**src/source/rv_pkg.sv**
```systemverilog
package rv_pkg;

  parameter int xlen = 32;

  // major opcodes of the kept instructions
  typedef enum logic [6:0] {
    opc_load   = 7'b0000011,
    opc_op_imm = 7'b0010011,
    opc_store  = 7'b0100011,
    opc_op     = 7'b0110011,
    opc_lui    = 7'b0110111,
    opc_branch = 7'b1100011,
    opc_jalr   = 7'b1100111,
    opc_jal    = 7'b1101111
  } opcode_e;

  typedef enum logic [3:0] {
    alu_add,
    alu_sub,
    alu_and,
    alu_or,
    alu_xor,
    alu_sll,
    alu_srl,
    alu_sra,
    alu_slt
  } alu_op_e;

  typedef enum logic [2:0] {
    pc_seq,
    pc_jal,
    pc_jalr,
    pc_beq,
    pc_bne
  } pc_sel_e;

  // writeback source
  typedef enum logic [1:0] {
    wb_alu,
    wb_mem,
    wb_pc4,
    wb_imm
  } wb_sel_e;

  typedef struct packed {
    logic [6:0] funct7;
    logic [4:0] rs2;
    logic [4:0] rs1;
    logic [2:0] funct3;
    logic [4:0] rd;
    opcode_e    opcode;
  } r_type_t;

  typedef struct packed {
    logic [11:0] imm_11_0;
    logic [4:0]  rs1;
    logic [2:0]  funct3;
    logic [4:0]  rd;
    opcode_e     opcode;
  } i_type_t;

  typedef struct packed {
    logic [6:0] imm_11_5;
    logic [4:0] rs2;
    logic [4:0] rs1;
    logic [2:0] funct3;
    logic [4:0] imm_4_0;
    opcode_e    opcode;
  } s_type_t;

  typedef struct packed {
    logic       imm_12;
    logic [5:0] imm_10_5;
    logic [4:0] rs2;
    logic [4:0] rs1;
    logic [2:0] funct3;
    logic [3:0] imm_4_1;
    logic       imm_11;
    opcode_e    opcode;
  } b_type_t;

  typedef struct packed {
    logic [19:0] imm_31_12;
    logic [4:0]  rd;
    opcode_e     opcode;
  } u_type_t;

  typedef struct packed {
    logic       imm_20;
    logic [9:0] imm_10_1;
    logic       imm_11;
    logic [7:0] imm_19_12;
    logic [4:0] rd;
    opcode_e    opcode;
  } j_type_t;

  // one fetched word, read through the view its opcode selects
  typedef union packed {
    r_type_t r;
    i_type_t i;
    s_type_t s;
    b_type_t b;
    u_type_t u;
    j_type_t j;
  } instr_t;

  typedef struct packed {
    logic [4:0]      rs1;
    logic [4:0]      rs2;
    logic [4:0]      rd;
    logic [xlen-1:0] imm;
    alu_op_e         alu_op;
    logic            use_imm;
    logic            reg_we;
    logic            mem_we;
    wb_sel_e         wb_sel;
    pc_sel_e         pc_sel;
  } ctrl_t;

  // one retired instruction
  typedef struct packed {
    logic [xlen-1:0] pc;
    instr_t          instr;
    logic            rd_we;
    logic [4:0]      rd;
    logic [xlen-1:0] rd_data;
    logic            st_we;
    logic [xlen-1:0] st_addr;
    logic [xlen-1:0] st_data;
  } commit_t;

endpackage
```
**src/source/alu.sv**
```systemverilog
`timescale 1ns/1ps

module alu (
  input  logic [rv_pkg::xlen-1:0] a,
  input  logic [rv_pkg::xlen-1:0] b,
  input  rv_pkg::alu_op_e         op,
  output logic [rv_pkg::xlen-1:0] result,
  output logic                    eq
);

  logic [4:0] sh;

  // shifts use the low five bits only
  assign sh = b[4:0];

  always_comb begin
    case (op)
      rv_pkg::alu_add: result = a + b;
      rv_pkg::alu_sub: result = a - b;
      rv_pkg::alu_and: result = a & b;
      rv_pkg::alu_or:  result = a | b;
      rv_pkg::alu_xor: result = a ^ b;
      rv_pkg::alu_sll: result = a << sh;
      rv_pkg::alu_srl: result = a >> sh;
      rv_pkg::alu_sra: result = $unsigned($signed(a) >>> sh);
      rv_pkg::alu_slt: result = {{(rv_pkg::xlen-1){1'b0}}, ($signed(a) < $signed(b))};
      default:         result = a + b;
    endcase
  end

  // branch compare
  assign eq = (a == b);

endmodule

```
**config.mk**
```make
export PLATFORM = sky130hd
export DESIGN_NAME = alu
export DESIGN_NICKNAME = d
export VERILOG_FILES = /design/src/source/rv_pkg.sv /design/src/source/alu.sv
export SDC_FILE = /design/constraint.sdc
export NUM_CORES = 1
export LEC_CHECK = 0
export BUFFER_PORTS_ARGS = -buffer_cell sky130_fd_sc_hd__buf_2
export CAP_MARGIN = 30
export CORE_ASPECT_RATIO = 1.2
export CORE_MARGIN = 3
export CORE_UTILIZATION = 25
export DETAILED_ROUTE_END_ITERATION = 10
export PLACE_DENSITY_LB_ADDON = 0.1
export SYNTH_ARGS = -nofsm -noshare
export SYNTH_HDL_FRONTEND = slang
export SYNTH_SLANG_ARGS = --single-unit
```
**constraint.sdc**
```tcl
create_clock -name vclk -period 13.2
set_clock_uncertainty 0.15 [all_clocks]
set_input_delay 2.64 -clock vclk [all_inputs]
set_output_delay 2.64 -clock vclk [all_outputs]
set_load 0.03 [all_outputs]
```
==> impl_metrics.yaml <==
logic_synthesis:
  synth.net_count: 1400
  synth-seq-area-share: 0
  post-synth-top-count-cell: "nor2_1"
  synth_top_family_by_area: "compound AO/OA/AOI/OAI gates"
  synthXorXnorAreaFrac: 0.008036
  synth-simple-area-share: 0.2013
  synth.top_cell.area_share: 0.1679
  synth.avg_cell_area_um2: 7.072
  synthMuxAreaShare: 0.2089
  syn_area_um2: 8720
  post_synth_fa_ha_maj_area_fraction: 0.1438
  synth.cells.most_frequent: "nor2_1, a21oi_1, nand2_1"
  synthCells: 1233
  synth_area_leaders: "mux4_2, ha_1, a21oi_1, nor2_1, o21ai_0"
  synth-compound-area-share: 0.3392
  yosysTopAreaCell: "mux4_2"
  ys_warn_count: 0
  synthDistinctLibCells: 82
critical_path:
  cp_top_family: "compound AO/OA/AOI/OAI gates"
  required_ps: 10410
  path_class: "input pin to primary output"
  cp-end-kind: "primary output"
  crit_fanout: 55
  crit_buf_inv: 4
  slowest_stage: "a2111oi_1"
  crit_path_start: "b[2]"
  critPathMaxStageDelay_ps: 940
  worstPathArrival_ps: 7040
  path_depth: 14
  startpoint_type: "input pin"
  path_cells: "buf_2 -> inv_2 -> buf_4 -> ha_1 -> o211ai_1 -> o21ai_1 -> o21ai_0 -> a2111oi_1 -> o41a_1 -> a41oi_1 -> a21oi_1 -> a211oi_1 -> a41oi_1 -> buf_2"
floorplanning:
  initial_core_util: 0.2545
  die_y_um: 210.6
  die_area_um2: 37160
  core_um2: 34260
  num_rows: 74
  die_w_um: 176.5
  ios: 101
min_path:
  min_from: "b[8]"
  hold_path_end: "result[8]"
  hold_path_class: "input pin to primary output"
  min_path_cells: 5
sta:
  timing.hold.ws_ps: 5764
  fmax_ghz: 0.1017
  rsz0062_at_grt: "false"
  fin_crit_ps: 9832
  period_share: 0.7448
  hold_viol: 0
  worst_pin_slew_ps: 1028
  slew_violations: 0
  slew_headroom: 0.3129
  finalSetupViolCount: 0
  fin_setup_tns_ps: 0
global_routing:
  met2_usage: 0.3824
  grt_max_degree: 74
  antenna_found_initial: 1
  grt_first_pass_wirelength_um: 63240
  use_met3: 0.02324
  grt.busiest_layer: "met2"
  grt-ovfl-total: 0
  grt_use_met1: 0.2853
  grt_use_total: 0.2201
  grt_pass1_vias: 9878
route:
  drc: 0
  drt_iter0_markers: 957
  dr_total_vias: 10100
  drt_wl_total_um: 42970
  ant_nets: 0
  vias_per_cell: 5.917
  drtPass1Iterations: 5
  wl_per_cell_um: 25.19
layout:
  seq_cells: 0
  utilization: 0.2760
  fin_nets: 1418
  multi_input_area_um2: 7903
  fillerInstances: 3951
  layout.area.seq_um2: 0
  synthToLayoutAreaGrowth_pct: 8.452
  clkbuf_count: 0
  drive_gt1_frac: 0.1697
status:
  status: "completed"
clock_network:
  hold_buffers: 0
  cts_resized: 0
  postCtsSetupBuffers: 0
placement:
  hpwlAfterDp_um: 32960
  place.gp.congestion: 0.9357
  port-buffer-count: 101
job:
  maxCapViolations: 0
[layer usage]
metal,part of all wire,vias to the layer above
met2,0.48,353
met4,0.039,2
met1,0.42,4990
li1,-,4677
met5,0.00030,-
met3,0.056,73
[how the worst max path moves through the flow]
stage,endpoint,slack [ps]
after floorplan,result[30],3920
after global placement,result[31],3420
after detailed placement,result[31],3390
after CTS,result[31],3380
after global routing,result[31],3070
final,result[31],3370
[cell families (layout without fill, tap and decap cells)]
logic type               after synthesis  after routing
AO/OA/AOI/OAI                        442            442
XOR/XNOR                               8              8
adder cells (fa/ha/maj)               99             99
buffers and inverters                199            215
multiplexers                          97             97
other                                  0              1
AND/OR/NAND/NOR                      388            388
[through the flow]
stage | cells | setup slack [ps] | cell area [um2]
6_report | 1706 | 3368 | 9457
5_1_grt | 1705 | 3073 | 9454
4_1_cts | 1705 | 3377 | 9454
3_5_place_dp | 1705 | 3391 | 9454
3_3_place_gp | 1705 | 3419 | 9454
2_1_floorplan | 1233 | 3923 | 8720
[cell type report]
| class | count | share of cell area |
|---|---|---|
| Antenna cell | 1 | 0.0002646 |
| Tap cell | 456 | 0.06033 |
| Inverter | 102 | 0.04049 |
| Multi-Input combinational cell | 1034 | 0.8357 |
| Timing Repair Buffer | 113 | 0.06324 |
[layout by cell type, fill, tap and decap left out, types with 6 or more instances in the layout]
cell	synthesis	routed
a211oi_1	26	26
a31o_2	7	7
o21bai_1	15	15
and3_1	8	8
o22ai_1	13	13
nand2b_1	15	15
o21ai_1	10	10
o21a_1	8	8
a21oi_1	113	113
o31ai_1	8	8
nand3_1	22	22
nor3_1	31	31
a21o_1	16	16
ha_1	97	97
a221oi_1	14	14
or3_1	10	10
a22oi_1	14	14
o221ai_1	7	7
nor4_1	9	9
buf_2	20	100
o2111ai_1	11	11
and2_1	6	6
buf_4	4	13
nand2_1	105	105
mux4_2	65	65
mux2i_1	26	26
or2_2	6	6
nor2_1	148	146
o211ai_1	19	19
a31oi_1	9	9
inv_1	100	100
o21ai_0	90	90
