## src/source/rv_pkg.sv

```systemverilog
package rv_pkg;

  parameter int xlen = 32;

  // major opcodes of the kept instructions
  typedef enum logic [6:0] {
    opc_load   = 7'b0000011,
    opc_op_imm = 7'b0010011,
    opc_store  = 7'b0100011,
    opc_op     = 7'b0110011,
    opc_lui    = 7'b0110111,
    opc_branch = 7'b1100011,
    opc_jalr   = 7'b1100111,
    opc_jal    = 7'b1101111
  } opcode_e;

  typedef enum logic [3:0] {
    alu_add,
    alu_sub,
    alu_and,
    alu_or,
    alu_xor,
    alu_sll,
    alu_srl,
    alu_sra,
    alu_slt
  } alu_op_e;

  typedef enum logic [2:0] {
    pc_seq,
    pc_jal,
    pc_jalr,
    pc_beq,
    pc_bne
  } pc_sel_e;

  // writeback source
  typedef enum logic [1:0] {
    wb_alu,
    wb_mem,
    wb_pc4,
    wb_imm
  } wb_sel_e;

  typedef struct packed {
    logic [6:0] funct7;
    logic [4:0] rs2;
    logic [4:0] rs1;
    logic [2:0] funct3;
    logic [4:0] rd;
    opcode_e    opcode;
  } r_type_t;

  typedef struct packed {
    logic [11:0] imm_11_0;
    logic [4:0]  rs1;
    logic [2:0]  funct3;
    logic [4:0]  rd;
    opcode_e     opcode;
  } i_type_t;

  typedef struct packed {
    logic [6:0] imm_11_5;
    logic [4:0] rs2;
    logic [4:0] rs1;
    logic [2:0] funct3;
    logic [4:0] imm_4_0;
    opcode_e    opcode;
  } s_type_t;

  typedef struct packed {
    logic       imm_12;
    logic [5:0] imm_10_5;
    logic [4:0] rs2;
    logic [4:0] rs1;
    logic [2:0] funct3;
    logic [3:0] imm_4_1;
    logic       imm_11;
    opcode_e    opcode;
  } b_type_t;

  typedef struct packed {
    logic [19:0] imm_31_12;
    logic [4:0]  rd;
    opcode_e     opcode;
  } u_type_t;

  typedef struct packed {
    logic       imm_20;
    logic [9:0] imm_10_1;
    logic       imm_11;
    logic [7:0] imm_19_12;
    logic [4:0] rd;
    opcode_e    opcode;
  } j_type_t;

  // one fetched word, read through the view its opcode selects
  typedef union packed {
    r_type_t r;
    i_type_t i;
    s_type_t s;
    b_type_t b;
    u_type_t u;
    j_type_t j;
  } instr_t;

  typedef struct packed {
    logic [4:0]      rs1;
    logic [4:0]      rs2;
    logic [4:0]      rd;
    logic [xlen-1:0] imm;
    alu_op_e         alu_op;
    logic            use_imm;
    logic            reg_we;
    logic            mem_we;
    wb_sel_e         wb_sel;
    pc_sel_e         pc_sel;
  } ctrl_t;

  // one retired instruction
  typedef struct packed {
    logic [xlen-1:0] pc;
    instr_t          instr;
    logic            rd_we;
    logic [4:0]      rd;
    logic [xlen-1:0] rd_data;
    logic            st_we;
    logic [xlen-1:0] st_addr;
    logic [xlen-1:0] st_data;
  } commit_t;

endpackage
```

## src/source/load_store_unit.sv

```systemverilog
`timescale 1ns/1ps

module load_store_unit #(
  parameter int dmem_words = 32
) (
  input  logic                    clk,
  input  logic                    reset,
  input  logic [rv_pkg::xlen-1:0] addr,
  input  logic [rv_pkg::xlen-1:0] st_data,
  input  logic                    we,
  input  rv_pkg::wb_sel_e         wb_sel,
  input  logic [rv_pkg::xlen-1:0] alu_result,
  input  logic [rv_pkg::xlen-1:0] pc_plus4,
  input  logic [rv_pkg::xlen-1:0] imm,
  output logic [rv_pkg::xlen-1:0] wb_data
);

  localparam int daw = $clog2(dmem_words);

  logic [rv_pkg::xlen-1:0] dmem [dmem_words];
  logic [rv_pkg::xlen-1:0] ld_word;
  logic [daw-1:0]          idx;

  // word index, wraps modulo the memory size
  assign idx = addr[daw+1:2];

  always_ff @(posedge clk) begin
    if (reset) begin
      for (int i = 0; i < dmem_words; i++) begin
        dmem[i] <= '0;
      end
    end else if (we) begin
      dmem[idx] <= st_data;
    end
  end

  assign ld_word = dmem[idx];

  always_comb begin
    case (wb_sel)
      rv_pkg::wb_mem: wb_data = ld_word;
      rv_pkg::wb_pc4: wb_data = pc_plus4;
      // lui writes the shifted immediate
      rv_pkg::wb_imm: wb_data = imm;
      default:        wb_data = alu_result;
    endcase
  end

endmodule

```

## config.mk

```make
export PLATFORM = sky130hd
export DESIGN_NAME = load_store_unit
export DESIGN_NICKNAME = d
export VERILOG_FILES = /design/src/source/rv_pkg.sv /design/src/source/load_store_unit.sv
export SDC_FILE = /design/constraint.sdc
export NUM_CORES = 1
export LEC_CHECK = 0
export BUFFER_PORTS_ARGS = -buffer_cell sky130_fd_sc_hd__buf_2
export CAP_MARGIN = 25
export CORE_MARGIN = 2
export CORE_UTILIZATION = 40
export CTS_CLUSTER_SIZE = 20
export DETAILED_ROUTE_END_ITERATION = 7
export SLEW_MARGIN = 10
export SYNTH_ARGS = -nofsm -noshare
export SYNTH_HDL_FRONTEND = slang
export SYNTH_SLANG_ARGS = --single-unit
```

## constraint.sdc

```tcl
create_clock -name clk -period 2.33 [get_ports clk]
set_input_delay 0.1165 -clock clk [delete_from_list [all_inputs] [get_ports clk]]
set_output_delay 0.1165 -clock clk [all_outputs]
set_load 0.01 [all_outputs]
```

==> run_results.csv <==
group,metric,value,unit
yosys,syn_nets,3430,
power,clkPwrFrac,0.393,
yosys,synth_compound_area_frac,0.0429,
floorplanning,die_h,348,µm
routing,drtPass1Iterations,5,
final_layout,nets,3644,
timing,setup_ws,-0.220,ns
routing,final_antenna_net_count,0,
timing,fin_hold_ws,0.0472,ns
worst_setup_path,cp_slowest_stage_delay,0.57,ns
floorplanning,core_region_area,0.118,mm²
yosys,avgSynthCellArea,14.5,µm²
power,p_comb_frac,0.088,
worst_setup_path,crit_family,"simple AND/OR/NAND/NOR gates",
min_path,hp-class,"in -> reg",
timing,fin_tns_setup,-3.80,ns
clocking,cts_setup_buffers,0,
yosys,syn_inst,3265,
routing,vias,27700,
yosys,synth-adder-area-share,0,
clocking,cts_tree,"built",
worst_setup_path,end_kind,"primary output",
grt,track_usage,0.213,
clocking,htree_levels,3,
clocking,root_buffer,"clkbuf_16",
routing,drc,0,
final_layout,layout-drive-gt1-share,0.240,
yosys,yosysUniqueCellTypes,48,
power,switching_power,9.57,mW
grt,antenna_found_initial,8,
yosys,ys.flop_type,"edfxtp_1",
worst_setup_path,critPathBufInv,1,
worst_setup_path,worstPathRequired,2.21,ns
final_layout,mostFrequentLayoutCell,"and2_1",
placed_design,io_buffers,169,
worst_setup_path,cp_cell_sequence,"mux2i_2 -> o22ai_1 -> or4_4 -> a221oi_2 -> a21oi_1 -> buf_2",
yosys,synthMuxAreaShare,0.121,
power,seq_power_share,0.519,
worst_setup_path,cp_max_fo,1,
yosys,async_reset_ff_frac,0,
yosys,synth_top_family_by_area,"simple AND/OR/NAND/NOR gates",
final_layout,reg_top3,"dmem: 1024 flops",
power,switching_share,0.231,
timing,slew_headroom,0.512,
routing,wl_per_cell,25.3,µm
floorplanning,row_count,126,
power,p_int,31.8,mW
yosys,synth_edf_count,1024,
status,violations,"negative setup slack",
clocking,path_clk_slew,0.06,ns
timing,setup_viol,31,
yosys,synth_xor_area_frac,0,
routing,drt_wl_total,129000,µm
final_layout,final_cell_mix,"and2_1 (1026), edfxtp_1 (1024), mux2i_1 (297)",
routing,vias_per_cell,5.43,
final_layout,regMostFlops,"dmem",
grt,first_global_vias,27600,
flow_run,drv_cap,0,
clocking,clockBufferDepth,3,
timing,period_needed,2.55,ns
yosys,yosysSeqAreaShare,0.651,
timing,hold_viol_final,0,
clocking,clkSinkCount,1024,
grt,grt-ovfl-total,0,
worst_setup_path,cp_slowest_cell,"or4_4",
floorplanning,die_x,348,µm
floorplanning,initial_core_util,0.402,
power,ir_drop,0.578,mV
final_layout,largest_reg_flops,1024,
worst_setup_path,worstSetupPathType,"reg -> out",
floorplanning,die_area,0.121,mm²
timing,period_share,1.09,
timing,fmax,392,MHz
placed_design,dp_hpwl,82300,µm
placed_design,pre_cts_ws,-0.378,ns
placed_design,gp_congestion,0.820,
final_layout,area_growth,17.3,%
clocking,cts_hold_buf,0,
clocking,cts_inserted_buffers,107,
timing,rsz0062_at_grt,"yes",
grt,grt_max_degree,45,
power,power.density,746,mW/mm²
power,leakagePower,20.1,nW
yosys,ys_warn_count,0,
yosys,synthSimpleGateAreaFrac,0.154,
yosys,ys_seq_elements,1024,
floorplanning,pin_count,197,
worst_setup_path,crit_path_start_kind,"register",
grt,grt_pass1_wl,190000,µm
worst_setup_path,arrival,2.43,ns
timing,tightest_slew,0.725,ns
yosys,syn_area,0.0473,mm²
status,status,"complete, but fails checks",
timing,drv_slew,0,
routing,drtIter0Drc,2521,
[layer usage]
| metal | up-vias | share of wire | GRT usage |
|---|---|---|---|
| met1 | 14100 | 0.44 | 0.310 |
| met2 | 963 | 0.47 | 0.338 |
| met3 | 172 | 0.069 | 0.0312 |
| met5 | - | 0.00053 | 0 |
| met4 | 10 | 0.022 | 0.0512 |
| li1 | 12400 | - | - |
[power groups by stage]
| stage | Clock (mW) | Sequential [mW] | Combinational, mW |
|---|---|---|---|
| 4_1_cts | 16.5 | 21.5 | 3.60 |
| 3_3_place_gp | 0 | 21.8 | 3.43 |
| 5_1_grt | 17.3 | 21.6 | 3.84 |
| 6_report | 16.2 | 21.5 | 3.64 |
| 2_1_floorplan | 0 | 21.8 | 1.85 |
| 3_5_place_dp | 0 | 21.9 | 3.45 |
[what timing repair did]
| item | CTS | global route |
|---|---|---|
| cloned | 0 | 0 |
| setup endpoints to repair | 32 | 32 |
| gates resized for setup | 81 | 48 |
| pin swaps | 58 | 16 |
[worst paths after layout]
| path | start | to | slack, ns | cells past startpoint |
|---|---|---|---|---|
| setup / recovery | dmem[30][27]$_SDFFCE_PN0P_ | wb_data[27] | -0.22 | 6 |
| hold / removal | st_data[11] | dmem[0][11]$_SDFFCE_PN0P_ | 0.05 | 2 |
[cell type report]
cell class	count	area, µm²
clock buffers	135	2800
clock inverters	61	475
diodes	3	7.51
inverters	1	3.75
flip-flops and latches	1024	30700
multi-input cells	1920	15700
well taps	1536	1920
fillers	10200	62100
repair buffers	425	3790
[stage by stage]
stage / total power [mW] / cell area, µm² / instances / utilization
after floorplan: 23.6 / 47300 / 3265 / -
after global placement: 25.3 / 51500 / 4913 / 0.438
after detailed placement: 25.3 / 51500 / 4913 / 0.438
after CTS: 41.6 / 55200 / 5104 / 0.470
after global routing: 42.7 / 55500 / 5102 / 0.472
final: 41.4 / 55500 / 5105 / 0.472
[cells by family (layout without fill, tap and decap cells)]
group                  count (synthesis)  after routing
flip-flops                          1024           1024
other                                  0              3
AO/OA/AOI/OAI                        308            308
AND/OR/NAND/NOR                     1174           1174
buffers and inverters                321            622
multiplexers                         438            438
[cell usage after synthesis (all sizes together), types with 3 or more instances]
| cell type | instances | area [µm²] |
|---|---|---|
| a21oi | 32 | 160 |
| a22o | 30 | 263 |
| a22oi | 3 | 22.5 |
| a31oi | 29 | 181 |
| and2 | 1026 | 6420 |
| buf | 105 | 632 |
| clkbuf | 215 | 815 |
| edfxtp | 1024 | 30700 |
| mux2 | 34 | 383 |
| mux2i | 299 | 2990 |
| mux4 | 105 | 2360 |
| nand2 | 17 | 66.3 |
| nand2b | 6 | 37.5 |
| nand3 | 4 | 20.0 |
| nand4b | 3 | 41.3 |
| nor2 | 38 | 203 |
| nor2b | 6 | 37.5 |
| nor3 | 3 | 15.0 |
| nor4 | 29 | 181 |
| o21ai | 28 | 140 |
| o22ai | 178 | 1180 |
| or2 | 32 | 200 |
(Power assumes the default switching activity.)
