[src/source/rv_pkg.sv]
package rv_pkg;

  parameter int xlen = 32;

  // major opcodes of the kept instructions
  typedef enum logic [6:0] {
    opc_load   = 7'b0000011,
    opc_op_imm = 7'b0010011,
    opc_store  = 7'b0100011,
    opc_op     = 7'b0110011,
    opc_lui    = 7'b0110111,
    opc_branch = 7'b1100011,
    opc_jalr   = 7'b1100111,
    opc_jal    = 7'b1101111
  } opcode_e;

  typedef enum logic [3:0] {
    alu_add,
    alu_sub,
    alu_and,
    alu_or,
    alu_xor,
    alu_sll,
    alu_srl,
    alu_sra,
    alu_slt
  } alu_op_e;

  typedef enum logic [2:0] {
    pc_seq,
    pc_jal,
    pc_jalr,
    pc_beq,
    pc_bne
  } pc_sel_e;

  // writeback source
  typedef enum logic [1:0] {
    wb_alu,
    wb_mem,
    wb_pc4,
    wb_imm
  } wb_sel_e;

  typedef struct packed {
    logic [6:0] funct7;
    logic [4:0] rs2;
    logic [4:0] rs1;
    logic [2:0] funct3;
    logic [4:0] rd;
    opcode_e    opcode;
  } r_type_t;

  typedef struct packed {
    logic [11:0] imm_11_0;
    logic [4:0]  rs1;
    logic [2:0]  funct3;
    logic [4:0]  rd;
    opcode_e     opcode;
  } i_type_t;

  typedef struct packed {
    logic [6:0] imm_11_5;
    logic [4:0] rs2;
    logic [4:0] rs1;
    logic [2:0] funct3;
    logic [4:0] imm_4_0;
    opcode_e    opcode;
  } s_type_t;

  typedef struct packed {
    logic       imm_12;
    logic [5:0] imm_10_5;
    logic [4:0] rs2;
    logic [4:0] rs1;
    logic [2:0] funct3;
    logic [3:0] imm_4_1;
    logic       imm_11;
    opcode_e    opcode;
  } b_type_t;

  typedef struct packed {
    logic [19:0] imm_31_12;
    logic [4:0]  rd;
    opcode_e     opcode;
  } u_type_t;

  typedef struct packed {
    logic       imm_20;
    logic [9:0] imm_10_1;
    logic       imm_11;
    logic [7:0] imm_19_12;
    logic [4:0] rd;
    opcode_e    opcode;
  } j_type_t;

  // one fetched word, read through the view its opcode selects
  typedef union packed {
    r_type_t r;
    i_type_t i;
    s_type_t s;
    b_type_t b;
    u_type_t u;
    j_type_t j;
  } instr_t;

  typedef struct packed {
    logic [4:0]      rs1;
    logic [4:0]      rs2;
    logic [4:0]      rd;
    logic [xlen-1:0] imm;
    alu_op_e         alu_op;
    logic            use_imm;
    logic            reg_we;
    logic            mem_we;
    wb_sel_e         wb_sel;
    pc_sel_e         pc_sel;
  } ctrl_t;

  // one retired instruction
  typedef struct packed {
    logic [xlen-1:0] pc;
    instr_t          instr;
    logic            rd_we;
    logic [4:0]      rd;
    logic [xlen-1:0] rd_data;
    logic            st_we;
    logic [xlen-1:0] st_addr;
    logic [xlen-1:0] st_data;
  } commit_t;

endpackage
[src/source/fetch_unit.sv]
`timescale 1ns/1ps

module fetch_unit #(
  parameter int imem_words = 64
) (
  input  logic                          clk,
  input  logic                          reset,
  input  logic                          load_en,
  input  logic [$clog2(imem_words)-1:0] load_addr,
  input  logic [rv_pkg::xlen-1:0]       load_data,
  input  rv_pkg::pc_sel_e               pc_sel,
  input  logic [rv_pkg::xlen-1:0]       imm,
  input  logic [rv_pkg::xlen-1:0]       alu_result,
  input  logic                          eq,
  output logic [rv_pkg::xlen-1:0]       pc,
  output logic [rv_pkg::xlen-1:0]       pc_plus4,
  output rv_pkg::instr_t                instr
);

  localparam int iaw = $clog2(imem_words);

  logic [rv_pkg::xlen-1:0] imem [imem_words];
  logic [rv_pkg::xlen-1:0] target;
  logic [rv_pkg::xlen-1:0] next_pc;

  // program load, works in and out of reset
  always_ff @(posedge clk) begin
    if (load_en) begin
      imem[load_addr] <= load_data;
    end
  end

  // word index wraps modulo the array size
  assign instr = imem[pc[iaw+1:2]];

  assign pc_plus4 = pc + 32'd4;
  assign target   = pc + imm;

  always_comb begin
    case (pc_sel)
      rv_pkg::pc_jal:  next_pc = target;
      rv_pkg::pc_jalr: next_pc = {alu_result[rv_pkg::xlen-1:1], 1'b0};
      rv_pkg::pc_beq:  next_pc = eq ? target : pc_plus4;
      rv_pkg::pc_bne:  next_pc = eq ? pc_plus4 : target;
      default:         next_pc = pc_plus4;
    endcase
  end

  always_ff @(posedge clk) begin
    if (reset) begin
      pc <= '0;
    end else begin
      pc <= next_pc;
    end
  end

endmodule

[config.mk]
export PLATFORM = sky130hd
export DESIGN_NAME = fetch_unit
export DESIGN_NICKNAME = d
export VERILOG_FILES = /design/src/source/rv_pkg.sv /design/src/source/fetch_unit.sv
export SDC_FILE = /design/constraint.sdc
export NUM_CORES = 2
export LEC_CHECK = 0
export ABC_CLOCK_PERIOD_IN_PS = 5900
export BUFFER_PORTS_ARGS = -buffer_cell sky130_fd_sc_hd__buf_4
export CAP_MARGIN = 20
export CORE_MARGIN = 2
export CORE_UTILIZATION = 35
export CTS_BUF_LIST = sky130_fd_sc_hd__clkbuf_16
export DETAILED_ROUTE_END_ITERATION = 8
export PLACE_DENSITY = 0.58
export RECOVER_POWER = 25
export SLEW_MARGIN = 20
export SYNTH_ARGS = -nofsm -noshare
export SYNTH_HDL_FRONTEND = slang
export SYNTH_SLANG_ARGS = --single-unit
[constraint.sdc]
create_clock -name clk -period 5.9 [get_ports clk]
set_input_delay 1.475 -clock clk [delete_from_list [all_inputs] [get_ports clk]]
set_output_delay 1.475 -clock clk [all_outputs]
set_load 0.02 [all_outputs]
==> flow_metrics.tcl <==
set metrics [dict create \
    crit_chain "nand2b_4 -> buf_12 -> o221ai_1 -> o22ai_1 -> nor3_1 -> buf_4 -> a211oi_1 -> a21oi_1 -> buf_4" \
    netlist-cell-type-count 63 \
    drv_slew 1886 \
    fin_crit_ps 5720 \
    regArea_mm2 0.0622 \
    synth_edf_count 2048 \
    rsz0062_at_grt "false" \
    ys_ff_latch 2080 \
    cts-buffers-inserted 204 \
    gr-total-overflow 0 \
    synth_area_mm2 0.0823 \
    synthesis.area_per_instance_um2 19.2 \
    routed-wl-met2_mm 107 \
    tns_ps 0 \
    fin_area_mm2 0.0949 \
    drtAntennaViolNets 0 \
    power_leakage_uw 0.0299 \
    min_path_type "flip-flop to flip-flop" \
    cts_tree "yes" \
    cp_max_fo 38 \
    finClkSkew_ps 36.4 \
    drv_cap 29 \
    grt_max_degree 87 \
    port_buffers 203 \
    final_cell_mix "2,048 x edfxtp_1, 464 x mux2i_1, 364 x buf_4" \
    slew_headroom -1.35 \
    synth_top_flop_cell "edfxtp_1" \
    first_iter_violations 5122 \
    vias 44200 \
    synthArstFlopShare 0 \
    path_common_cell "buf_4" \
    r2r_cells 10 \
    dr.pass1.iters 6 \
    clk_pin_slew_worst_paths_ps 60 \
    gp_congestion 0.838 \
    worstSetupStartpointType "flip-flop" \
    die_area_mm2 0.239 \
    nFillCells 20600 \
    worstSetupPathType "flip-flop to output pin" \
    layout_commonest_cell "edfxtp_1" \
    status "finished, violations left" \
    worstPathRequired_ps 4430 \
    yosys_warnings 0 \
    final_nets 4783 \
    top_layer "met5" \
    die_w_um 489 \
    h-tree-depth 4 \
    dp_hpwl_mm 133 \
    worstSetupStartpoint "pc[3]" \
    multi_input_area_mm2 0.0193 \
    placed_cells 7566 \
    max-clock-path-buffers 3 \
    netlist_instances 4275 \
    insertion_delay_ps 840 \
    drcViolationCount 0 \
    violations "max-capacitance violations, max-slew violations" \
    post-route-period-util 0.969 \
    synth-seq-area-share 0.755 \
    numClockSinks 2080 \
    rr_startpoint "pc[2]" \
    grt.total_usage 0.188 \
    hp-start "pc[0]" \
    worst_slew_pin_slew_ps 3520 \
    finalHoldViolCount 0 \
    antenna_found_initial 27 \
    end_kind "output pin" \
    ios 205 \
    critPathMaxStageDelay_ps 870 \
    routed_via_density 5.56 \
    cts_hold_buf 0 \
    setup_violations 0 \
    totalWireLength_mm 229 \
    drive_gt1_frac 0.213 \
    holdPathStages 2 \
    wl_met1_mm 97.6 \
    arrival_ps 4240 \
    synth_nets 4417 \
    clock.fmax_mhz 175 \
    grt_pass1_vias 43400 \
    wl_per_cell_um 28.8 \
    met3_wirelength_mm 18.0 \
    rows 177 \
    areaGrowthSynthToFinish_pct 15.3 \
    irDropWorstVdd_mv 0.286 \
    core-area_mm2 0.233 \
    start_util 0.353 \
    die_h_um 489 \
    dpl_cell_area_mm2 0.0888 \
    crit_slowest_cell "a211oi_1" \
    final_cells 7941 \
    cts_root_buf "clkbuf_16" \
    pwr_density_cell_mw_per_mm2 343 \
    grt_pass1_wl_mm 322 \
]
-- cells by family after synthesis --
group | after synthesis | synth area share
buffers and inverters | 271 | 0.0162
DFF | 2080 | 0.755
AOI/OAI and AO/OA | 705 | 0.0596
muxes | 759 | 0.137
xor gates and xnor gates | 48 | 0.00511
adders and majority gates | 33 | 0.00511
and+or+nand+nor | 379 | 0.0214
-- flip-flops by register name, indices dropped and copies added (netlist names) --
name / count
pc: 32
imem: 2048
-- worst paths after layout --
check              end  slack (ps)
max reg2reg     pc[31]        2630
min              pc[0]         590
max          instr[25]         180
min reg2reg      pc[0]         590
-- final cells by class --
cell class,count,share of cell area
flip-flops and latches,2080,0.655
multi-input cells,1924,0.203
clock buffers,205,0.0541
well taps,3132,0.0413
repair buffers,416,0.0348
clock inverters,162,0.0104
inverters,15,0.000699
diodes,7,0.000185
-- critical path, delay by kind of cell (launching register included) --
family	cells	cell delay, ps
AOI/OAI and AO/OA	4	1530
DFF	1	610
and+or+nand+nor	2	490
buffers and inverters	3	750
-- report_power, final --
part	leakage (uW)	switching [uW]	internal, uW
logic	0.00804	2530	1480
clock network	0.00316	5580	6470
registers	0.0187	114	16400
-- per-stage QoR --
step           setup WS (ps)  total power [uW]  hold slack, ps   util
6_report                 185             32600             586  0.407
5_1_grt                 3.26             33500             631  0.407
4_1_cts                 15.1             32800             594  0.407
3_5_place_dp             835             20800             578  0.381
3_3_place_gp             787             20800             558  0.381
2_1_floorplan           1090             19000             645      -
-- synth_stat cells, types with 2 or more instances --
cell type  number  area [um^2]
a21oi_1       214         1070
xnor2_1        25          219
mux2i_1       464         4640
nand3_1        24          120
and3_1          9         56.3
clkbuf_1      145          544
xor2_1         23          201
a21boi_0        2         15.0
o21ai_0        11         55.1
a21boi_1        2         15.0
mux4_2        294         6620
a211oi_1       37          278
a222oi_1       17          170
nor3_1         66          330
nand4b_1        3         26.3
dfxtp_1        32          641
nand2_1        55          206
or3b_2          2         17.5
a32oi_1         3         26.3
nand2b_1       11         68.8
inv_2           2         7.51
inv_1          13         48.8
o21bai_1        4         30.0
nand3b_1        3         22.5
and2_1          8         50.1
buf_1          11         41.3
nor2_1        159          597
o22ai_1       119          744
ha_1           32          400
nand4_1        10         62.6
a22oi_1        13         97.6
o21a_1          4         30.0
a221o_1         2         20.0
buf_6          10          113
edfxtp_1     2048        61500
a21o_1         17          128
a31oi_1        10         62.6
buf_2          39          195
o221ai_1      228         2000
and4_1          6         52.6
buf_4          51          383
nor2b_1        10         62.6
or3_1           5         31.3
nor3b_1         3         22.5
o21ai_1        11         55.1
-- repair_timing --
| action | 4_1_cts | 5_1_grt |
|---|---|---|
| resized for setup | 2 | 2 |
| setup endpoints to repair | 2 | 9 |
| endpoints found under the hold margin | 0 | 0 |
| setup buffers | 0 | 1 |
-- per-layer routing --
layer / GRT usage / up-vias
met5: 0 / -
met4: 0.0546 / 14
met3: 0.0297 / 327
met2: 0.296 / 1818
met1: 0.269 / 23400
li1: - / 18600
Power figures use the tool's default switching activity.
