===== src/source/rv_pkg.sv =====
package rv_pkg;

  parameter int xlen = 32;

  // major opcodes of the kept instructions
  typedef enum logic [6:0] {
    opc_load   = 7'b0000011,
    opc_op_imm = 7'b0010011,
    opc_store  = 7'b0100011,
    opc_op     = 7'b0110011,
    opc_lui    = 7'b0110111,
    opc_branch = 7'b1100011,
    opc_jalr   = 7'b1100111,
    opc_jal    = 7'b1101111
  } opcode_e;

  typedef enum logic [3:0] {
    alu_add,
    alu_sub,
    alu_and,
    alu_or,
    alu_xor,
    alu_sll,
    alu_srl,
    alu_sra,
    alu_slt
  } alu_op_e;

  typedef enum logic [2:0] {
    pc_seq,
    pc_jal,
    pc_jalr,
    pc_beq,
    pc_bne
  } pc_sel_e;

  // writeback source
  typedef enum logic [1:0] {
    wb_alu,
    wb_mem,
    wb_pc4,
    wb_imm
  } wb_sel_e;

  typedef struct packed {
    logic [6:0] funct7;
    logic [4:0] rs2;
    logic [4:0] rs1;
    logic [2:0] funct3;
    logic [4:0] rd;
    opcode_e    opcode;
  } r_type_t;

  typedef struct packed {
    logic [11:0] imm_11_0;
    logic [4:0]  rs1;
    logic [2:0]  funct3;
    logic [4:0]  rd;
    opcode_e     opcode;
  } i_type_t;

  typedef struct packed {
    logic [6:0] imm_11_5;
    logic [4:0] rs2;
    logic [4:0] rs1;
    logic [2:0] funct3;
    logic [4:0] imm_4_0;
    opcode_e    opcode;
  } s_type_t;

  typedef struct packed {
    logic       imm_12;
    logic [5:0] imm_10_5;
    logic [4:0] rs2;
    logic [4:0] rs1;
    logic [2:0] funct3;
    logic [3:0] imm_4_1;
    logic       imm_11;
    opcode_e    opcode;
  } b_type_t;

  typedef struct packed {
    logic [19:0] imm_31_12;
    logic [4:0]  rd;
    opcode_e     opcode;
  } u_type_t;

  typedef struct packed {
    logic       imm_20;
    logic [9:0] imm_10_1;
    logic       imm_11;
    logic [7:0] imm_19_12;
    logic [4:0] rd;
    opcode_e    opcode;
  } j_type_t;

  // one fetched word, read through the view its opcode selects
  typedef union packed {
    r_type_t r;
    i_type_t i;
    s_type_t s;
    b_type_t b;
    u_type_t u;
    j_type_t j;
  } instr_t;

  typedef struct packed {
    logic [4:0]      rs1;
    logic [4:0]      rs2;
    logic [4:0]      rd;
    logic [xlen-1:0] imm;
    alu_op_e         alu_op;
    logic            use_imm;
    logic            reg_we;
    logic            mem_we;
    wb_sel_e         wb_sel;
    pc_sel_e         pc_sel;
  } ctrl_t;

  // one retired instruction
  typedef struct packed {
    logic [xlen-1:0] pc;
    instr_t          instr;
    logic            rd_we;
    logic [4:0]      rd;
    logic [xlen-1:0] rd_data;
    logic            st_we;
    logic [xlen-1:0] st_addr;
    logic [xlen-1:0] st_data;
  } commit_t;

endpackage

===== src/source/register_file.sv =====
`timescale 1ns/1ps

module register_file (
  input  logic                    clk,
  input  logic                    reset,
  input  logic [4:0]              rs1,
  input  logic [4:0]              rs2,
  input  logic [4:0]              rd,
  input  logic                    we,
  input  logic [rv_pkg::xlen-1:0] wd,
  output logic [rv_pkg::xlen-1:0] rs1_data,
  output logic [rv_pkg::xlen-1:0] rs2_data
);

  logic [rv_pkg::xlen-1:0] regs [32];

  always_ff @(posedge clk) begin
    if (reset) begin
      for (int i = 0; i < 32; i++) begin
        regs[i] <= '0;
      end
    end else if (we && (rd != 5'd0)) begin
      regs[rd] <= wd;
    end
  end

  // x0 is hardwired, no bypass from the write port
  assign rs1_data = (rs1 == 5'd0) ? '0 : regs[rs1];
  assign rs2_data = (rs2 == 5'd0) ? '0 : regs[rs2];

endmodule


===== config.mk =====
export PLATFORM = sky130hd
export DESIGN_NAME = register_file
export DESIGN_NICKNAME = d
export VERILOG_FILES = /design/src/source/rv_pkg.sv /design/src/source/register_file.sv
export SDC_FILE = /design/constraint.sdc
export NUM_CORES = 2
export LEC_CHECK = 0
export BUFFER_PORTS_ARGS = -buffer_cell sky130_fd_sc_hd__buf_2
export CAP_MARGIN = 20
export CELL_PAD_IN_SITES_DETAIL_PLACEMENT = 0
export CELL_PAD_IN_SITES_GLOBAL_PLACEMENT = 1
export CORE_UTILIZATION = 35
export CTS_BUF_LIST = sky130_fd_sc_hd__clkbuf_4 sky130_fd_sc_hd__clkbuf_8 sky130_fd_sc_hd__clkbuf_16
export DETAILED_ROUTE_END_ITERATION = 12
export MAX_ROUTING_LAYER = met4
export PLACE_DENSITY = 0.63
export RECOVER_POWER = 25
export SETUP_SLACK_MARGIN = 0.15
export SYNTH_ARGS = -nofsm -noshare
export SYNTH_HDL_FRONTEND = slang
export SYNTH_SLANG_ARGS = --single-unit

===== constraint.sdc =====
create_clock -name clk -period 4.6 [get_ports clk]
set_input_delay 0.23 -clock clk [delete_from_list [all_inputs] [get_ports clk]]
set_output_delay 0.23 -clock clk [all_outputs]
set_load 0.1 [all_outputs]

==> out/metrics.csv <==
metric,value,unit
Placed Instance Area,0.0577,mm^2
number of clock sinks,1024,
total number of H-tree levels,3,
Die Ht,396,um
number of distinct standard cells referenced by the synthesized netlist,42,
critical path startpoint,regs[15][3],
Largest register FFs,1024,
overall via count from detail_route,33100,
final hold viol count,0,
length of the first detailed-routing pass in iterations,5,
clock slew at reported path FFs,0.06,ns
most frequently used flop master after synthesis,sky130_fd_sc_hd__edfxtp_1,
post-route minimum period,3.92,ns
number of gates on the worst path with buffers counted,6,
CTS Root Cell,sky130_fd_sc_hd__clkbuf_16,
net count of the finished layout,3594,
Peak Freq,255,MHz
Max Cap Violations,20,
GRT Residual Overflow,0,
maximum buffer depth of the clock tree,3,
"Warnings, synthesis",0,
Die ar.,0.157,mm^2
Detail Placement HPWL,119,mm
Leakage,20.8,nW
"Setup violations, final",0,
share of synthesized registers carrying an async set or reset,0,%
worst slew margin relative to its limit,-95.0,%
IR Drop Worst-Case VDD,0.295,mV
area grow syn2layout,13.2,%
buffers plus inverters on the worst setup path,2,
via count of the first global-routing pass,33300,
top flop regs,regs x1024,
cell with the biggest individual delay on the critical path,sky130_fd_sc_hd__a2111oi_0,
Synth Area in XOR/XNOR,0,%
area of all placed cells without fillers,0.0614,mm^2
standard cell core area,0.154,mm^2
number of buffers added on ports,113,
Via-to-Cell Ratio,5.82,
number of pins exceeding their max-slew limit in the final report,550,
data required time of the critical path,4.37,ns
GRT Util Overall,24.4,%
fraction of the mapped netlist area in compound gates,3.65,%
post-cts repair resize count,0,
transition at the pin with the smallest max-transition slack,2.92,ns
Pwr Density,390,mW/mm^2
crit-path cells,mux4_2 > a22o_1 > a2111oi_0 > nor3_1 > buf_4 > buf_2,
routed length per instance,33.0,um
number of cells on the worst hold path,2,
IO Pins,114,
Cells after Synth,3502,
Synth Area in Adders,0,%
worst min-delay path category,input pin to register,
Initial Util,35.2,%
proportion of synthesized area in mux cells,23.0,%
"delay-heaviest family, CP",compound AO/OA/AOI/OAI gates,
crit start category,register,
Post-synth EDFFs,1024,
Post-CTS Hold Buffers,0,
number of buffers inserted to repair setup after CTS,0,
main combinational cell family by area after synthesis,multiplexers,
worst setup path category,register to output pin,
number of cell rows,144,
number of synthesized register bits,1024,
final total negative setup slack,0,ns
worst endpoint data arrival time,3.69,ns
hold path startpoint,wd[29],
DRC violation count after routing,0,
Detailed Route Iter0 Violations,3645,
final antenna-violating net count,0,
TritonCTS clock tree,done,
total clock buffers created by CTS,112,
Worst setup EP type,output pin,
unrepaired setup endpoints after global routing,false,
outcome,"finished, violations left",
part of the cycle the worst path needs,85.1,%
delay contributed by the slowest stage of the critical path,0.87,ns
final RePlAce weighted congestion,0.854,
pin count of the biggest net entering global routing,57,
Post-Route WL,188,mm
global-route wire length before repair,262,mm
fraction of final layout cells with drive strength greater than 1,28.2,%
"Most flops, register",regs,
number of antenna violations at the first check in global routing,19,
horizontal extent of the die,396,um
simple-gate area share of the yosys netlist,13.3,%
summed instance area of the synthesized netlist,0.0543,mm^2
per-instance average area after synthesis,15.5,um^2
crit path max fanout,2,
violated checks,"capacitance limit, slew limit",
sequential share of the synthesized area,56.7,%
==> synth_stat cells, types with 16 or more instances <==
library cell	instances	area [um^2]
sky130_fd_sc_hd__mux2i_1	150	1500
sky130_fd_sc_hd__a2111oi_1	41	410
sky130_fd_sc_hd__edfxtp_1	1024	30700
sky130_fd_sc_hd__clkbuf_1	271	1020
sky130_fd_sc_hd__nor3_1	54	270
sky130_fd_sc_hd__buf_2	46	230
sky130_fd_sc_hd__or2_2	33	206
sky130_fd_sc_hd__mux2_2	30	338
sky130_fd_sc_hd__o22ai_1	103	644
sky130_fd_sc_hd__buf_4	38	285
sky130_fd_sc_hd__buf_6	21	236
sky130_fd_sc_hd__a22o_1	51	447
sky130_fd_sc_hd__a22oi_1	16	120
sky130_fd_sc_hd__and2_1	995	6220
sky130_fd_sc_hd__nor2_1	36	135
sky130_fd_sc_hd__mux4_2	472	10600
==> where the power goes <==
group          switching [W]  internal [W]  leakage (nW)
clock network        0.00392       0.00558          1.88
logic                0.00222       0.00116          9.13
registers           0.000276        0.0108          9.75
==> layout by cell type (no fill, tap or decap), types with 5 or more instances in the layout <==
cell                        netlist  final
sky130_fd_sc_hd__a22oi_1         16     16
sky130_fd_sc_hd__buf_12           0     28
sky130_fd_sc_hd__edfxtp_1      1024   1024
sky130_fd_sc_hd__a2111oi_0       14     13
sky130_fd_sc_hd__clkinv_1         0     25
sky130_fd_sc_hd__nor4_2           0      5
sky130_fd_sc_hd__nor2b_1         14     12
sky130_fd_sc_hd__clkinv_2         0     18
sky130_fd_sc_hd__a22o_1          51     51
sky130_fd_sc_hd__and2_1         995    839
sky130_fd_sc_hd__o22ai_1        103    103
sky130_fd_sc_hd__mux2i_1        150    150
sky130_fd_sc_hd__clkbuf_1       271     20
sky130_fd_sc_hd__a2111oi_1       41     41
sky130_fd_sc_hd__nor2_4           0     28
sky130_fd_sc_hd__nand3b_1         5      5
sky130_fd_sc_hd__buf_4           38    125
sky130_fd_sc_hd__or2_2           33     28
sky130_fd_sc_hd__mux4_2         472    472
sky130_fd_sc_hd__conb_1           1     32
sky130_fd_sc_hd__nor3_1          54     54
sky130_fd_sc_hd__clkbuf_4         0     20
sky130_fd_sc_hd__clkbuf_16        0    114
sky130_fd_sc_hd__diode_2          0     14
sky130_fd_sc_hd__mux2_2          30     30
sky130_fd_sc_hd__a21oi_1         12     12
sky130_fd_sc_hd__bufinv_16        0     17
sky130_fd_sc_hd__and2_0           0    155
sky130_fd_sc_hd__a211oi_1         7      7
sky130_fd_sc_hd__buf_2           46    106
sky130_fd_sc_hd__or2_0            0      5
sky130_fd_sc_hd__nand2_1          7      7
sky130_fd_sc_hd__nand3_1          5      5
sky130_fd_sc_hd__nand2b_1         5      5
==> cell type report <==
class	count	area (um^2)
inverter	2	7.51
antenna	14	35.0
tap	2044	2560
clock inverter	69	781
multi-input combinational	2120	22100
timing repair buffer	284	2180
sequential	1024	30700
fill	13900	92600
clock buffer	134	3000
==> per-stage QoR <==
step	utilization (%)	hold slack, ns	setup slack (ns)	cells	power (W)
5_1_grt	39.9	0.136	0.622	5686	0.0245
6_report	39.9	0.146	0.684	5691	0.0239
4_1_cts	39.9	0.0925	0.603	5677	0.0240
3_5_place_dp	37.4	0.894	0.917	5474	0.0146
2_1_floorplan	-	0.428	0.154	3533	0.0134
3_3_place_gp	37.4	0.883	0.900	5474	0.0146
==> per-layer routing <==
metal  up-vias  track usage [%]  wire length [um]  share of wire, %
li1      13700                -                 -                 -
met1     17600             33.5             79400                42
met3       270             3.72             14300               7.6
met4         0             6.75              5920               3.2
met5         -                -                 0                 0
met2      1526             37.8             88000                47
==> kinds of logic (layout without fill, tap and decap cells) <==
group | Yosys count | after routing
multiplexers | 652 | 652
buffers and inverters | 389 | 489
AND/OR/NAND/NOR | 1177 | 1177
flip-flops | 1024 | 1024
AO/OA/AOI/OAI | 259 | 259
other | 1 | 46
==> final timing paths <==
check                         end  slack [ns]
worst max-delay path  rs2_data[3]        0.68
worst min-delay path  regs[6][29]        0.15
(Power assumes the default switching activity.)
