$ cat src/source/rv_pkg.sv
package rv_pkg;

  parameter int xlen = 32;

  // major opcodes of the kept instructions
  typedef enum logic [6:0] {
    opc_load   = 7'b0000011,
    opc_op_imm = 7'b0010011,
    opc_store  = 7'b0100011,
    opc_op     = 7'b0110011,
    opc_lui    = 7'b0110111,
    opc_branch = 7'b1100011,
    opc_jalr   = 7'b1100111,
    opc_jal    = 7'b1101111
  } opcode_e;

  typedef enum logic [3:0] {
    alu_add,
    alu_sub,
    alu_and,
    alu_or,
    alu_xor,
    alu_sll,
    alu_srl,
    alu_sra,
    alu_slt
  } alu_op_e;

  typedef enum logic [2:0] {
    pc_seq,
    pc_jal,
    pc_jalr,
    pc_beq,
    pc_bne
  } pc_sel_e;

  // writeback source
  typedef enum logic [1:0] {
    wb_alu,
    wb_mem,
    wb_pc4,
    wb_imm
  } wb_sel_e;

  typedef struct packed {
    logic [6:0] funct7;
    logic [4:0] rs2;
    logic [4:0] rs1;
    logic [2:0] funct3;
    logic [4:0] rd;
    opcode_e    opcode;
  } r_type_t;

  typedef struct packed {
    logic [11:0] imm_11_0;
    logic [4:0]  rs1;
    logic [2:0]  funct3;
    logic [4:0]  rd;
    opcode_e     opcode;
  } i_type_t;

  typedef struct packed {
    logic [6:0] imm_11_5;
    logic [4:0] rs2;
    logic [4:0] rs1;
    logic [2:0] funct3;
    logic [4:0] imm_4_0;
    opcode_e    opcode;
  } s_type_t;

  typedef struct packed {
    logic       imm_12;
    logic [5:0] imm_10_5;
    logic [4:0] rs2;
    logic [4:0] rs1;
    logic [2:0] funct3;
    logic [3:0] imm_4_1;
    logic       imm_11;
    opcode_e    opcode;
  } b_type_t;

  typedef struct packed {
    logic [19:0] imm_31_12;
    logic [4:0]  rd;
    opcode_e     opcode;
  } u_type_t;

  typedef struct packed {
    logic       imm_20;
    logic [9:0] imm_10_1;
    logic       imm_11;
    logic [7:0] imm_19_12;
    logic [4:0] rd;
    opcode_e    opcode;
  } j_type_t;

  // one fetched word, read through the view its opcode selects
  typedef union packed {
    r_type_t r;
    i_type_t i;
    s_type_t s;
    b_type_t b;
    u_type_t u;
    j_type_t j;
  } instr_t;

  typedef struct packed {
    logic [4:0]      rs1;
    logic [4:0]      rs2;
    logic [4:0]      rd;
    logic [xlen-1:0] imm;
    alu_op_e         alu_op;
    logic            use_imm;
    logic            reg_we;
    logic            mem_we;
    wb_sel_e         wb_sel;
    pc_sel_e         pc_sel;
  } ctrl_t;

  // one retired instruction
  typedef struct packed {
    logic [xlen-1:0] pc;
    instr_t          instr;
    logic            rd_we;
    logic [4:0]      rd;
    logic [xlen-1:0] rd_data;
    logic            st_we;
    logic [xlen-1:0] st_addr;
    logic [xlen-1:0] st_data;
  } commit_t;

endpackage
$ cat src/source/decoder.sv
`timescale 1ns/1ps

module decoder (
  input  rv_pkg::instr_t instr,
  output rv_pkg::ctrl_t  ctrl
);

  localparam logic [6:0] f7_base = 7'b0000000;
  localparam logic [6:0] f7_alt  = 7'b0100000;

  logic [rv_pkg::xlen-1:0] imm_i;
  logic [rv_pkg::xlen-1:0] imm_s;
  logic [rv_pkg::xlen-1:0] imm_b;
  logic [rv_pkg::xlen-1:0] imm_u;
  logic [rv_pkg::xlen-1:0] imm_j;
  logic [rv_pkg::xlen-1:0] shamt;

  assign imm_i = {{(rv_pkg::xlen-12){instr.i.imm_11_0[11]}}, instr.i.imm_11_0};
  assign imm_s = {{(rv_pkg::xlen-12){instr.s.imm_11_5[6]}}, instr.s.imm_11_5, instr.s.imm_4_0};
  assign imm_b = {{(rv_pkg::xlen-13){instr.b.imm_12}}, instr.b.imm_12, instr.b.imm_11,
                  instr.b.imm_10_5, instr.b.imm_4_1, 1'b0};
  assign imm_u = {instr.u.imm_31_12, 12'b0};
  assign imm_j = {{(rv_pkg::xlen-21){instr.j.imm_20}}, instr.j.imm_20, instr.j.imm_19_12,
                  instr.j.imm_11, instr.j.imm_10_1, 1'b0};
  // shift immediates carry the amount in the rs2 slot
  assign shamt = {{(rv_pkg::xlen-5){1'b0}}, instr.r.rs2};

  always_comb begin
    ctrl        = '0;
    ctrl.rs1    = instr.r.rs1;
    ctrl.rs2    = instr.r.rs2;
    ctrl.rd     = instr.r.rd;
    ctrl.alu_op = rv_pkg::alu_add;
    ctrl.wb_sel = rv_pkg::wb_alu;
    ctrl.pc_sel = rv_pkg::pc_seq;
    case (instr.r.opcode)
      rv_pkg::opc_op: begin
        ctrl.reg_we = 1'b1;
        case ({instr.r.funct7, instr.r.funct3})
          {f7_base, 3'b000}: ctrl.alu_op = rv_pkg::alu_add;
          {f7_alt, 3'b000}:  ctrl.alu_op = rv_pkg::alu_sub;
          {f7_base, 3'b001}: ctrl.alu_op = rv_pkg::alu_sll;
          {f7_base, 3'b010}: ctrl.alu_op = rv_pkg::alu_slt;
          {f7_base, 3'b100}: ctrl.alu_op = rv_pkg::alu_xor;
          {f7_base, 3'b101}: ctrl.alu_op = rv_pkg::alu_srl;
          {f7_alt, 3'b101}:  ctrl.alu_op = rv_pkg::alu_sra;
          {f7_base, 3'b110}: ctrl.alu_op = rv_pkg::alu_or;
          {f7_base, 3'b111}: ctrl.alu_op = rv_pkg::alu_and;
          default:           ctrl.reg_we = 1'b0;
        endcase
      end
      rv_pkg::opc_op_imm: begin
        ctrl.reg_we  = 1'b1;
        ctrl.use_imm = 1'b1;
        ctrl.imm     = imm_i;
        case (instr.i.funct3)
          3'b000: ctrl.alu_op = rv_pkg::alu_add;
          3'b100: ctrl.alu_op = rv_pkg::alu_xor;
          3'b110: ctrl.alu_op = rv_pkg::alu_or;
          3'b111: ctrl.alu_op = rv_pkg::alu_and;
          3'b001: begin
            ctrl.imm    = shamt;
            ctrl.alu_op = rv_pkg::alu_sll;
            ctrl.reg_we = (instr.r.funct7 == f7_base);
          end
          3'b101: begin
            ctrl.imm = shamt;
            if (instr.r.funct7 == f7_alt) begin
              ctrl.alu_op = rv_pkg::alu_sra;
            end else begin
              ctrl.alu_op = rv_pkg::alu_srl;
            end
            ctrl.reg_we = (instr.r.funct7 == f7_base) || (instr.r.funct7 == f7_alt);
          end
          default: ctrl.reg_we = 1'b0;
        endcase
      end
      rv_pkg::opc_lui: begin
        ctrl.reg_we = 1'b1;
        ctrl.imm    = imm_u;
        ctrl.wb_sel = rv_pkg::wb_imm;
      end
      rv_pkg::opc_load: begin
        // word access only
        ctrl.reg_we  = (instr.i.funct3 == 3'b010);
        ctrl.use_imm = 1'b1;
        ctrl.imm     = imm_i;
        ctrl.wb_sel  = rv_pkg::wb_mem;
      end
      rv_pkg::opc_store: begin
        ctrl.mem_we  = (instr.s.funct3 == 3'b010);
        ctrl.use_imm = 1'b1;
        ctrl.imm     = imm_s;
      end
      rv_pkg::opc_jal: begin
        ctrl.reg_we = 1'b1;
        ctrl.imm    = imm_j;
        ctrl.wb_sel = rv_pkg::wb_pc4;
        ctrl.pc_sel = rv_pkg::pc_jal;
      end
      rv_pkg::opc_jalr: begin
        if (instr.i.funct3 == 3'b000) begin
          ctrl.reg_we  = 1'b1;
          ctrl.use_imm = 1'b1;
          ctrl.imm     = imm_i;
          ctrl.wb_sel  = rv_pkg::wb_pc4;
          ctrl.pc_sel  = rv_pkg::pc_jalr;
        end
      end
      rv_pkg::opc_branch: begin
        ctrl.imm    = imm_b;
        ctrl.alu_op = rv_pkg::alu_sub;
        case (instr.b.funct3)
          3'b000:  ctrl.pc_sel = rv_pkg::pc_beq;
          3'b001:  ctrl.pc_sel = rv_pkg::pc_bne;
          default: ctrl.pc_sel = rv_pkg::pc_seq;
        endcase
      end
      default: ctrl.reg_we = 1'b0;
    endcase
  end

endmodule

$ cat config.mk
export PLATFORM = sky130hd
export DESIGN_NAME = decoder
export DESIGN_NICKNAME = d
export VERILOG_FILES = /design/src/source/rv_pkg.sv /design/src/source/decoder.sv
export SDC_FILE = /design/constraint.sdc
export NUM_CORES = 1
export LEC_CHECK = 0
export BUFFER_PORTS_ARGS = -buffer_cell sky130_fd_sc_hd__buf_2
export CORE_MARGIN = 4
export CORE_UTILIZATION = 40
export DETAILED_ROUTE_END_ITERATION = 10
export GPL_TIMING_DRIVEN = 0
export PLACE_DENSITY = 0.9
export SLEW_MARGIN = 15
export SYNTH_ARGS = -nofsm -noshare
export SYNTH_HDL_FRONTEND = slang
export SYNTH_SLANG_ARGS = --single-unit
$ cat constraint.sdc
create_clock -name vclk -period 2.4
set_input_delay 0.48 -clock vclk [all_inputs]
set_output_delay 0.48 -clock vclk [all_outputs]
set_load 0.01 [all_outputs]
==> reports/metrics.cfg <==
[status]
status=finished clean

[min_path]
whs_path_depth=3
hold_path.startpoint=instr[11]
hold_class=in -> out
min_to=ctrl[48]

[synth]
yosys.area.top_type=buf_4
yosys_warnings=0
yosys.area.top_type_share_pct=11.1
ys_top_cells_by_area=buf_4 (11%), nand2_1 (10%), nand3_1 (9.4%), nor2b_1 (4.3%), nor2_1 (4.1%)
avgSynthCellArea_sq_um=6.23
seq_area_frac_synth_pct=0
synthesis.nets=195
syn_area_sq_um=1010
postSynthCellCount=163
synth.distinct_cells=47

[sta]
worstMarginPinSlew_ns=0.427
relSlewSlack_pct=71.5
fmax_ghz=0.424
fin_setup_tns_ns=0
maxSlewViolCount=0
finalHoldViolCount=0
whs_ns=1.25
period_share_pct=98.2
finalSetupViolCount=0
finalCriticalPeriod_ns=2.36

[critical_path]
critPathRequiredTime_ns=1.92
critPathMaxFanout=3
path_class=in -> out
crit_path_end_kind=primary output
cp-start-kind=primary input
cp.arrival_ns=1.88

[layout]
area_growth_pct=63.1
num_antenna_cells=0
multi_input_area_sq_um=946
seq_area_sq_um=0
final_cells=281
n_fill_cell=217
stdcell_area_sq_um=1660
drive_gt1_share_pct=56.9
final_net_count=287
seq_cells=0
clkbuf_count=0

[global_route]
grt_pass1_wl_mm=5.98
overflow=0
antenna_found_initial=0
grt_usage_pct=20.7
grt_max_degree=11
grt_pass1_vias=1362

[route]
vias=1524
drc=0
wl_per_cell_microns=14.0
postRouteWirelength_mm=3.95
viasPerCell=5.42
antenna_left=0
drt_first_pass_iters=4
drtIter0Drc=73

[floorplan]
die_w_microns=58.4
dieArea_sq_um=3410
core_sq_um=2320
fp.dieH_microns=58.4
ios=91
rows=17
start_util_pct=43.8

[pwr]
ir_drop_v=0.0000853
p_total_uw=192
powerDensity_nw_per_um2=116
power.leakage_uw=0.000903

[place]
gp_congestion=0.843
place_inst=279
port_buffers=88
hpwl_mm=2.95
placed_area_sq_um=1490

[job]
maxCapViolCount=0

## area by class of cell
| class | instances | share of cell area [%] |
|---|---|---|
| multi-input combinational | 132 | 57.1 |
| timing repair buffer | 90 | 28.3 |
| buffer | 27 | 11.6 |
| tap | 28 | 2.12 |
| inverter | 4 | 0.907 |
## power breakdown
part           internal (uW)  switching, uW  total, uW
registers                  0              0          0
clock network              0              0          0
logic                   86.7            105        192
total                   86.7            105        192
## through the flow
step	utilization, %	worst slack (ns)
finish	71.4	0.0432
global route	71.4	-0.0139
CTS	66.5	0.00345
detailed placement	64.3	-0.109
global placement	64.3	-0.0987
floorplan	-	0.195
## kinds of logic after synthesis
kind of cell           Yosys count  synth area share, %
XOR/XNOR                         2                 1.73
buffers and inverters           31                 17.9
AO/OA/AOI/OAI                   32                 25.4
AND/OR/NAND/NOR                 98                 55.0
## per-layer routing
metal	global-route usage [%]	routed length, microns	vias up	share of wire (%)
met5	0	0	-	0
met2	38.1	2050	72	52
met4	0.662	0	0	0
met3	1.10	328	0	8.3
li1	-	-	759	-
met1	27.7	1570	693	40
## repair_timing
item	in CTS	in global routing
pin swaps	2	9
buffers inserted	0	2
hold buffers	0	0
setup endpoints to repair	22	26
resized for setup	13	28
## how the worst max path moves through the flow
stage,startpoint,end
floorplan,instr[2],ctrl[8]
global placement,instr[14],ctrl[26]
detailed placement,instr[13],ctrl[26]
CTS,instr[29],ctrl[10]
global route,instr[2],ctrl[8]
finish,instr[25],ctrl[8]
## synthesized netlist by cell type (2+ instances only)
cell type and count:
a21oi_1 2, a22o_1 4, a31oi_1 2, a32oi_1 2, buf_2 6, buf_4 15
clkbuf_1 4, inv_1 4, nand2_1 27, nand2b_1 4, nand3_1 19, nand3b_1 3
nor2_1 11, nor2b_1 7, nor3_1 8, nor3b_2 2, o21ai_0 7, o21ai_2 2
o22ai_1 2, or2_2 2, or3_1 2, or3b_2 2, xor2_1 2
## layout by cell type, fill, tap and decap left out, drive strengths merged
cell type  instances
nand4              1
a32oi              3
nor2b              7
or3                2
nor3b              3
a22oi              1
or4b               1
buf              112
or4                2
o21ai             10
nor4               2
nand2             27
a22o               4
o22ai              2
a21oi              3
nand3             20
a21boi             1
nor3               8
a311o              1
or3b               3
a2bb2oi            1
clkbuf             5
a31oi              2
a211oi             1
a2111oi            1
or2                2
nand3b             3
nor2              12
nand4bb            1
inv                4
o311ai             1
xor2               2
a32o               1
nand2b             4
## worst max-delay path, stage by stage
cell	delay (ns)
buf_2	0.11
or4_4	0.57
buf_12	0.15
nor4_4	0.17
o21ai_1	0.14
o311ai_2	0.09
buf_2	0.18
No activity file was read; power rests on OpenSTA's default activity.
